**src/common/mips_pkg.sv**
```systemverilog
`default_nettype none

package mips_pkg;

   localparam int WORD_W     = 32;
   localparam int REG_ADDR_W = 5;
   localparam int OPCODE_W   = 6;
   localparam int FUNCT_W    = 6;

   typedef logic [WORD_W-1:0]     word_t;
   typedef logic [REG_ADDR_W-1:0] reg_addr_t;
   typedef logic [WORD_W-1:0]     instr_t;
   typedef logic [OPCODE_W-1:0]   opcode_t;

   // primary opcodes
   localparam opcode_t OP_RTYPE = 6'b000000;
   localparam opcode_t OP_BEQ   = 6'b000100;
   localparam opcode_t OP_ADDI  = 6'b001000;
   localparam opcode_t OP_LW    = 6'b100011;
   localparam opcode_t OP_SW    = 6'b101011;

   // r-type funct field
   localparam logic [FUNCT_W-1:0] FUNCT_ADD = 6'b100000;
   localparam logic [FUNCT_W-1:0] FUNCT_SUB = 6'b100010;
   localparam logic [FUNCT_W-1:0] FUNCT_AND = 6'b100100;
   localparam logic [FUNCT_W-1:0] FUNCT_OR  = 6'b100101;
   localparam logic [FUNCT_W-1:0] FUNCT_SLT = 6'b101010;

   typedef enum logic [2:0] {
      ALU_ADD,
      ALU_SUB,
      ALU_AND,
      ALU_OR,
      ALU_SLT
   } alu_op_e;

endpackage

`default_nettype wire

```
**src/execute/execute_stage.sv**
```systemverilog
`default_nettype none

module execute_stage
   import mips_pkg::*;
   (
   input  logic      clk,
   input  logic      i_reset,
   input  logic      i_step,
   input  word_t     i_rs_val,
   input  word_t     i_rt_val,
   input  word_t     i_imm,
   input  word_t     i_pc,
   input  reg_addr_t i_rs,
   input  reg_addr_t i_rt,
   input  reg_addr_t i_dst,
   input  alu_op_e   i_alu_op,
   input  logic      i_alu_src,
   input  logic      i_reg_write,
   input  logic      i_mem_read,
   input  logic      i_mem_write,
   input  logic      i_mem_to_reg,
   input  logic      i_branch,
   input  logic      i_wb_we,
   input  reg_addr_t i_wb_addr,
   input  word_t     i_wb_data,
   output logic      o_taken,
   output word_t     o_target,
   output word_t     o_alu_res,
   output word_t     o_store_data,
   output reg_addr_t o_dst,
   output logic      o_reg_write,
   output logic      o_mem_read,
   output logic      o_mem_write,
   output logic      o_mem_to_reg
   );

   word_t opnd_a;
   word_t opnd_b;
   word_t alu_b;
   word_t alu_res;
   word_t target;
   logic  equal;

   // EX/MEM has priority over the writeback bus
   assign opnd_a = (o_reg_write && o_dst != '0 && o_dst == i_rs) ? o_alu_res :
                   (i_wb_we && i_wb_addr == i_rs) ? i_wb_data : i_rs_val;
   assign opnd_b = (o_reg_write && o_dst != '0 && o_dst == i_rt) ? o_alu_res :
                   (i_wb_we && i_wb_addr == i_rt) ? i_wb_data : i_rt_val;

   assign alu_b = i_alu_src ? i_imm : opnd_b;

   always_comb begin
      case (i_alu_op)
         ALU_ADD: alu_res = opnd_a + alu_b;
         ALU_SUB: alu_res = opnd_a - alu_b;
         ALU_AND: alu_res = opnd_a & alu_b;
         ALU_OR:  alu_res = opnd_a | alu_b;
         ALU_SLT: alu_res = {31'b0, $signed(opnd_a) < $signed(alu_b)};
         default: alu_res = '0;
      endcase
   end

   assign equal  = (opnd_a == opnd_b);
   assign target = i_pc + {i_imm[29:0], 2'b00};

   always_ff @(posedge clk) begin
      if (i_reset) begin
         o_taken      <= 1'b0;
         o_reg_write  <= 1'b0;
         o_mem_read   <= 1'b0;
         o_mem_write  <= 1'b0;
         o_mem_to_reg <= 1'b0;
      end else if (i_step) begin
         // a taken branch kills the instruction behind it
         o_taken      <= !o_taken && i_branch && equal;
         o_reg_write  <= !o_taken && i_reg_write;
         o_mem_read   <= !o_taken && i_mem_read;
         o_mem_write  <= !o_taken && i_mem_write;
         o_mem_to_reg <= !o_taken && i_mem_to_reg;
      end
   end

   always_ff @(posedge clk) begin
      if (i_step) begin
         o_target     <= target;
         o_alu_res    <= alu_res;
         o_store_data <= opnd_b;
         o_dst        <= i_dst;
      end
   end

endmodule

`default_nettype wire

```
**config.mk**
```make
export PLATFORM = sky130hd
export DESIGN_NAME = execute_stage
export DESIGN_NICKNAME = d
export VERILOG_FILES = /design/src/common/mips_pkg.sv /design/src/execute/execute_stage.sv
export SDC_FILE = /design/constraint.sdc
export NUM_CORES = 1
export LEC_CHECK = 0
export BUFFER_PORTS_ARGS = -buffer_cell sky130_fd_sc_hd__buf_4
export CAP_MARGIN = 20
export CORE_ASPECT_RATIO = 0.7
export CORE_MARGIN = 10
export CORE_UTILIZATION = 55
export DETAILED_ROUTE_END_ITERATION = 8
export PLACE_DENSITY_LB_ADDON = 0.3
export SLEW_MARGIN = 10
export SYNTH_ARGS = -nofsm -noshare
export SYNTH_HDL_FRONTEND = slang
export SYNTH_SLANG_ARGS = --single-unit
```
**constraint.sdc**
```tcl
create_clock -name clk -period 8.3 [get_ports clk]
set_clock_uncertainty 0.15 [all_clocks]
set_input_delay 0.83 -clock clk [delete_from_list [all_inputs] [get_ports clk]]
set_output_delay 0.83 -clock clk [all_outputs]
set_load 0.05 [all_outputs]
```
Word-level counts from Yosys, hierarchy flattened:

Cells that the tools add are included.

* register bits: 106
* bits of input ports: 193
* word-level logic and storage cells: 44

* add/sub/neg operators: 3
* $lt $le $gt $ge: 1
* equal/unequal tests: 9
* mux-type cells: 6
* bitwise logic cells: 2
* reduce and logical (&&, ||, !) cells: 14

Operator list (number)
* $mux W32: 5
* $pmux W32 S5: 1
* $add A32 B32 Y32: 2
* $and A32 B32 Y32: 1
* $eq A32 B32 Y1: 1
* $lt A32 B32 Y1: 1
* $or A32 B32 Y32: 1
* $sub A32 B32 Y32: 1
* $eq A5 B5 Y1: 4
* $logic_and A1 B1 Y1: 11
* $eq A3 B2 Y1 const B: 2
* $reduce_bool A5 Y1: 1
* $eq A3 B1 Y1 const B: 1
* $eq A3 B3 Y1 const B: 1
* $logic_not A3 Y1: 1
* $logic_not A1 Y1: 1

Depth between registers and ports, before layout:

Gate-level depths: netlist of the first run.

* word-level depth: 7
* gate-level depth with buffers: 21

Worst setup path after synthesis of the first run:

No wires, ideal clock.

* path type: register -> register
* start point: register o_dst[0]
* end point: register o_alu_res[24] (data pin)
* arrival time: 4977 ps
* setup slack: 2902 ps
* cell stages (with the launch flop): 20
* buffers on the path: 3
* clock period less this slack: 5398 ps
* path through: edfxtp_1 or4_1 o211ai_1 or2_2 clkbuf_1 buf_2 buf_2 a31oi_1 mux2_2 fa_1 a21o_1 a221o_1 a221o_1 a211o_2 a21oi_4 o21ai_2 a21o_1 a311oi_2 xor2_1 o22ai_1

* word-level cells in the longest chain between the ends: 7
* elaborated cells on any way between the ends: 14
* classes of those cells: 2 x add/sub; 2 x eq/ne; 4 x mux; 2 x bitwise; 4 x reduce/logical

RTL lines
* start, declared: line execute_stage.sv:30 `output reg_addr_t o_dst,`
* start signal, assigned: line execute_stage.sv:88 `o_dst <= i_dst;`
* $reduce_bool A5 Y1: line execute_stage.sv:47 `assign opnd_b = (o_reg_write && o_dst != '0 && o_dst == i_rt) ? o_alu_res :`
* $logic_and A1 B1 Y1: line execute_stage.sv:47
* $logic_and A1 B1 Y1 (*): line execute_stage.sv:47
* $mux W32 (*): line execute_stage.sv:47
* via opnd_b[1]: line execute_stage.sv:38 `word_t opnd_b;`
* $mux W32 (*): line execute_stage.sv:50 `assign alu_b = i_alu_src ? i_imm : opnd_b;`
* $sub A32 B32 Y32 or $add A32 B32 Y32 (tied branches): line execute_stage.sv:55, execute_stage.sv:54
* $pmux W32 S5 (*): line execute_stage.sv:53 `case (i_alu_op)`
* via alu_res[24]: line execute_stage.sv:40 `word_t alu_res;`
* end signal, assigned: line execute_stage.sv:86 `o_alu_res <= alu_res;`
* end, declared: line execute_stage.sv:28 `output word_t o_alu_res,`

The timed path passes the listed nets; every way through them passes the cells marked *.
A chain may end at the register's enable or synchronous reset.

Worst setup path in the final report of the first run:

* start point: register o_dst[0]
* end point: register o_alu_res[29] (data pin)

Same word-level chain as after synthesis.

==> results of run 1 <==
[cell usage after synthesis, types with 14 or more instances]
| master | n |
|---|---|
| xor2_1 | 24 |
| nor2_1 | 114 |
| mux2_2 | 26 |
| edfxtp_1 | 101 |
| nand2_1 | 126 |
| nand3_1 | 15 |
| a31oi_1 | 14 |
| ha_1 | 125 |
| mux2i_1 | 35 |
| o21ai_0 | 109 |
| a211oi_1 | 24 |
| o22ai_1 | 17 |
| a21o_1 | 27 |
| xnor2_1 | 79 |
| a21oi_1 | 129 |
| nand2b_1 | 15 |
| nor3_1 | 19 |
| clkbuf_1 | 41 |
| nor2b_1 | 18 |
| inv_1 | 110 |
[logic make-up (layout without fill, tap and decap cells)]
group / after synthesis / in the layout
AO/OA/AOI/OAI: 421 / 421
XOR/XNOR: 103 / 103
adder cells (fa/ha/maj): 128 / 128
buffers and inverters: 172 / 442
flip-flops: 106 / 106
multiplexers: 61 / 61
other: 0 / 2
AND/OR/NAND/NOR: 361 / 361
[cells in the final DEF, fill, tap and decap left out, types with 35 or more instances in the layout]
master	n
buf_4	314
inv_1	110
ha_1	125
nor2_1	113
xnor2_1	79
edfxtp_1	101
o21ai_0	109
mux2i_1	35
nand2_1	126
a21oi_1	129
[through the flow]
step                      setup slack [ps]  std cells  cell area, µm²  utilization [%]  hold slack [ps]
after floorplan                       2900       1352           11300                -              666
after detailed placement              1860       1876           13700             68.8              443
after global routing                  1710       1894           14000             70.2              474
after CTS                             2240       1892           14000             70.2              465
final                                 2030       1894           14000             70.2              462
after global placement                1900       1876           13700             68.8              424
[how the worst max path moves through the flow]
stage / depth (start not counted) / to / startpoint / slack, ps
CTS: 18 / o_alu_res[29] / i_wb_addr[2] / 2240
global placement: 18 / o_alu_res[29] / i_wb_addr[2] / 1900
detailed placement: 18 / o_alu_res[29] / i_wb_addr[2] / 1860
floorplan: 19 / o_alu_res[24] / o_dst[0] / 2900
finish: 16 / o_alu_res[29] / o_dst[0] / 2030
global route: 18 / o_alu_res[29] / i_wb_addr[2] / 1710
[final cells by class]
| type | count | share of cell area, % |
|---|---|---|
| sequential | 106 | 22.4 |
| inverter | 112 | 3.00 |
| clock inverter | 6 | 0.357 |
| tap | 270 | 2.41 |
| antenna | 2 | 0.0357 |
| clock buffer | 10 | 1.63 |
| timing repair buffer | 314 | 16.8 |
| multi-input combinational | 1074 | 53.4 |
[critical path, delay by kind of cell (launching register included)]
family	cells	cell delay, ps
mux	1	400
compound gates	10	2880
flops	1	500
simple gates	4	1650
fa+ha+maj	1	400
[report_power, final]
part / internal, µW / switching [µW] / leakage, µW
logic: 391 / 686 / 0.00506
registers: 662 / 38.6 / 0.00103
clock network: 209 / 219 / 0.000135
total: 1260 / 944 / 0.00622
[layer usage]
metal  wire length [µm]  part of all wire [%]  GRT usage (%)
met5                 10                 0.022              0
met4                943                   2.1           6.89
met3               6050                    13           10.8
met1              18900                    42           44.1
met2              19600                    43           48.2
==> flow_metrics.py, run 1 <==
metrics = {
    "routing": {
        "drt_pass1_iterations": 5,
        "wl_per_cell_um": 24.0,
        "routed_wl_um": 45500,
        "drtIter0Drc": 1692,
        "drc": 0,
        "via_per_inst": 6.16,
        "num_vias": 11700,
        "antenna_left": 0,
    },
    "layout": {
        "multi_input_area_mm2": 0.00748,
        "area_growth_pct": 24.1,
        "reg_top3": "o_alu_res (32), o_store_data (32), o_target (32)",
        "seq_area_mm2": 0.00313,
        "drive_above_1_share_pct": 23.7,
        "nets": 1938,
        "n_fill_cell": 1638,
    },
    "synthesis": {
        "ys_top_cells_by_area": "edfxtp_1, ha_1, xnor2_1",
        "yosysSeqAreaShare_pct": 27.8,
        "synth_edf_count": 101,
        "synth_area_mm2": 0.0113,
        "synthSimpleGateAreaFrac_pct": 14.7,
        "async_flop_share_pct": 0,
        "synth_top_family_by_area": "compound AO/OA/AOI/OAI gates",
        "synth_ff_type": "edfxtp_1",
        "muxShareOfSynthArea_pct": 5.70,
        "yosys_warnings": 0,
        "syn-mean-instance-area_um2": 8.35,
        "syn-instance-count": 1352,
        "synth_compound_area_share_pct": 23.4,
        "ys_types": 78,
        "yosysTopAreaCell": "edfxtp_1",
        "ys_ff_latch": 106,
        "syn-num-nets": 1673,
        "yosys.area_share.adder_pct": 14.4,
        "synth_top_area_share_pct": 26.9,
        "synth_xor_xnor_area_share_pct": 7.99,
    },
    "clock_tree": {
        "ctsResizeCount": 0,
        "cts_root_buf": "clkbuf_16",
        "cts.sink_count": 106,
        "cts_tree": "built",
        "postCtsHoldBufs": 0,
        "numCtsBuffers": 9,
        "post-cts-setup-buffers": 0,
        "path_clk_slew_ps": 80,
        "ctsHtreeMaxLevel": 3,
        "worst_skew_pair.late_latency_ps": 370,
        "cts_buffer_depth": 2,
    },
    "critical_path": {
        "worstPathRequired_ps": 8270,
        "worst_path_max_delay_cell": "or2_2",
        "cp_max_fo": 41,
        "timing.rr.start": "o_dst[0]",
        "critPathLaunchType": "flip-flop",
        "crit_path_max_incr_delay_ps": 750,
        "r2r_cells": 16,
        "critPathKind": "flip-flop to flip-flop",
        "end_kind": "flip-flop",
        "r2r_end": "o_alu_res[29]",
        "cp_data_arrival_time_ps": 6240,
        "crit_chain": "or4_1 -> o211ai_1 -> or2_2 -> a31oi_1 -> mux2_2 -> ha_1 -> and3_1 -> a211oi_1 -> o41ai_1 -> a221oi_2 -> o22ai_1 -> o41ai_2 -> nand2_1 -> a31oi_1 -> o41ai_1 -> a221o_1",
        "rrSetupSlack_ps": 2030,
    },
    "timing": {
        "min_period_ps": 6270,
        "fin_crit_sh_pct": 75.5,
        "hold_viol": 0,
        "setup_violations": 0,
        "finalSetupTns_ps": 0,
        "rsz0062_at_grt": "no",
        "final_max_slew_viol_count": 0,
        "slew_headroom_pct": 31.9,
        "worstMarginPinSlew_ps": 1010,
        "max_freq_mhz": 160,
    },
    "global_routing": {
        "track_usage_pct": 32.3,
        "first_global_vias": 10700,
        "overflow": 0,
        "grt_max_degree": 79,
        "grt_first_pass_wirelength_um": 66600,
        "antenna_found_initial": 4,
    },
    "min_path": {
        "hp-start": "o_mem_write",
        "whs_path_depth": 3,
        "min_to": "o_mem_write",
        "hold_path.class": "flip-flop to flip-flop",
    },
    "floorplanning": {
        "die_y_um": 140,
        "die_x_um": 191,
        "rows": 43,
        "core_mm2": 0.0200,
        "start_util_pct": 56.5,
        "die-area_mm2": 0.0267,
        "io_pins": 299,
    },
    "pwr": {
        "ir_drop_mv": 0.103,
        "total_power_uw": 2210,
        "power_density_mw_per_mm2": 157,
        "p_leak_uw": 0.00622,
    },
    "place": {
        "dp_hpwl_um": 37200,
        "io_buffer_count": 298,
        "gp_congestion": 0.999,
    },
    "flow_run": {
        "drv_cap": 0,
    },
    "status": {
        "status": "finished, final reports clean",
    },
}
Note: power is estimated with default switching activity, not from simulation.
==> run 2: changes to the inputs <==
--- a/config.mk
+++ b/config.mk
@@ -9,7 +9,7 @@
 export CAP_MARGIN = 20
 export CORE_ASPECT_RATIO = 0.7
 export CORE_MARGIN = 10
-export CORE_UTILIZATION = 55
+export CORE_UTILIZATION = 50
 export DETAILED_ROUTE_END_ITERATION = 8
 export PLACE_DENSITY_LB_ADDON = 0.3
 export SLEW_MARGIN = 10
==> constraint.sdc (replaced) <==
create_clock -name clk -period 5.35 [get_ports clk]
set_clock_uncertainty 0.15 [all_clocks]
set_input_delay 0.535 -clock clk [delete_from_list [all_inputs] [get_ports clk]]
set_output_delay 0.535 -clock clk [all_outputs]
set_load 0.05 [all_outputs]
==> flow_metrics.py, run 2 (synthesized netlist as in run 1, its figures left out) <==
metrics = {
    "status": {
        "status": "finished, final reports clean",
    },
    "place": {
        "io_buffer_count": 298,
        "gp_congestion": 1.05,
        "dp_hpwl_um": 41400,
        "dp_slack_ps": -152,
    },
    "pwr": {
        "ir_drop_mv": 0.170,
        "power_density_mw_per_mm2": 238,
        "clkPwrFrac_pct": 18.4,
        "p_sw_uw": 1550,
        "intPower_uw": 2090,
        "p_seq_share_pct": 30.0,
        "p_leak_uw": 0.00696,
        "total_power_uw": 3640,
        "p_comb_share_pct": 51.6,
        "p_sw_share_pct": 42.6,
    },
    "critical_path": {
        "worstPathRequired_ps": 5300,
        "cp_max_fo": 6,
        "crit_chain": "or4_4 -> o211ai_1 -> nor2_4 -> buf_4 -> a21oi_1 -> a21oi_1 -> mux2_2 -> ha_1 -> buf_4 -> nand2b_1 -> a21oi_1 -> nor4b_1 -> o2111ai_1 -> and3_1 -> a311o_1 -> a211oi_4 -> o21ai_0 -> xor2_1 -> o22ai_2",
        "worst_path_max_delay_cell": "or4_4",
        "end_kind": "flip-flop",
        "crit_top_cell": "a21oi_1",
        "cp_data_arrival_time_ps": 5170,
        "critPathLaunchType": "flip-flop",
        "critPathKind": "flip-flop to flip-flop",
        "crit_path_max_incr_delay_ps": 550,
        "crit_cells": 19,
        "cp_top_family": "compound AO/OA/AOI/OAI gates",
        "r2r_cells": 19,
        "cp_num_buf_inv": 2,
    },
    "clock_tree": {
        "path_clk_slew_ps": 80,
        "ctsHtreeMaxLevel": 3,
        "cts.sink_count": 106,
        "cts_tree": "built",
        "cts_buffer_depth": 2,
        "cts_root_buf": "clkbuf_16",
        "numCtsBuffers": 9,
        "postCtsHoldBufs": 0,
        "worst_skew_pair.late_latency_ps": 380,
    },
    "timing": {
        "worstMarginPinSlew_ps": 1030,
        "fin_crit_sh_pct": 97.6,
        "finalSetupTns_ps": 0,
        "slew_headroom_pct": 30.3,
        "final_max_slew_viol_count": 0,
        "hold_viol": 0,
        "setup_violations": 0,
        "timing.hold.ws_ps": 178,
        "setup_slack_ps": 128,
        "min_period_ps": 5220,
        "max_freq_mhz": 191,
    },
    "global_routing": {
        "busiest_layer": "met2",
        "grt_max_degree": 58,
        "track_usage_pct": 32.5,
        "use_met2_pct": 46.0,
        "grt_first_pass_wirelength_um": 71400,
        "grtUsageMet1_pct": 45.5,
        "first_global_vias": 11300,
        "antenna_found_initial": 1,
        "overflow": 0,
        "met3_usage_pct": 12.0,
    },
    "layout": {
        "postLayoutCoreUtil_pct": 69.7,
        "antenna_cells": 0,
        "drive_above_1_share_pct": 30.9,
        "final_cell_mix": "buf_4, nand2_1, a21oi_1, ha_1, nor2_1",
        "area_growth_pct": 35.6,
        "final_common_cell": "buf_4",
        "nets": 2084,
        "reg_top3": "o_alu_res (32), o_store_data (32), o_target (32)",
    },
    "min_path": {
        "whs_path_depth": 1,
        "hold_path.class": "input port to flip-flop",
    },
    "floorplanning": {
        "rows": 45,
        "die_y_um": 146,
        "io_pins": 299,
        "die-area_mm2": 0.0291,
        "core_mm2": 0.0220,
        "die_x_um": 200,
        "start_util_pct": 51.4,
    },
    "routing": {
        "routed_wl_um": 50100,
        "antenna_left": 0,
        "num_vias": 12300,
        "drc": 0,
        "via_per_inst": 6.00,
        "wl_per_cell_um": 24.4,
        "drtIter0Drc": 1626,
        "drt_pass1_iterations": 5,
    },
    "flow_run": {
        "drv_cap": 0,
    },
}
## run 2: final timing paths
kind,startpoint,end,slack [ps]
max,o_dst[0],o_alu_res[26],130
min,i_dst[0],o_dst[0],180
max reg2reg,o_dst[0],o_alu_res[26],130
min reg2reg,o_mem_read,o_mem_read,450
## run 2: power by group through the flow
| stage | registers [µW] | clock network (µW) | logic [µW] |
|---|---|---|---|
| 6_report | 1090 | 672 | 1880 |
| 5_1_grt | 1100 | 695 | 1980 |
| 4_1_cts | 1090 | 668 | 1810 |
| 3_5_place_dp | 1110 | 0 | 1800 |
| 3_3_place_gp | 1110 | 0 | 1790 |
| 2_1_floorplan | 1400 | 0 | 783 |
## run 2: layout make-up
type / instances / area [µm²]
repair buffers: 460 / 3510
well taps: 282 / 353
flip-flops and latches: 106 / 3130
multi-input cells: 1074 / 7610
clock inverters: 5 / 38.8
clock buffers: 11 / 233
inverters: 112 / 420
fillers: 1804 / 6660
## run 2: metal layers
metal  vias up  routed length [µm]  part of all wire [%]
met2       753               20600                    41
li1       5645                   -                     -
met4         0                1060                   2.1
met1      5834               20900                    42
met5         -                   0                     0
met3        73                7540                    15
## run 2: timing repair
item / in CTS / in global routing
setup buffers: 0 / 4
setup endpoints to repair: 0 / 12
resized for setup: 0 / 30
## run 2: through the flow
stage	cell area, µm²	instances
after floorplan	11300	1352
after global placement	14900	2030
after detailed placement	14900	2030
after CTS	15100	2046
after global routing	15300	2050
final	15300	2050
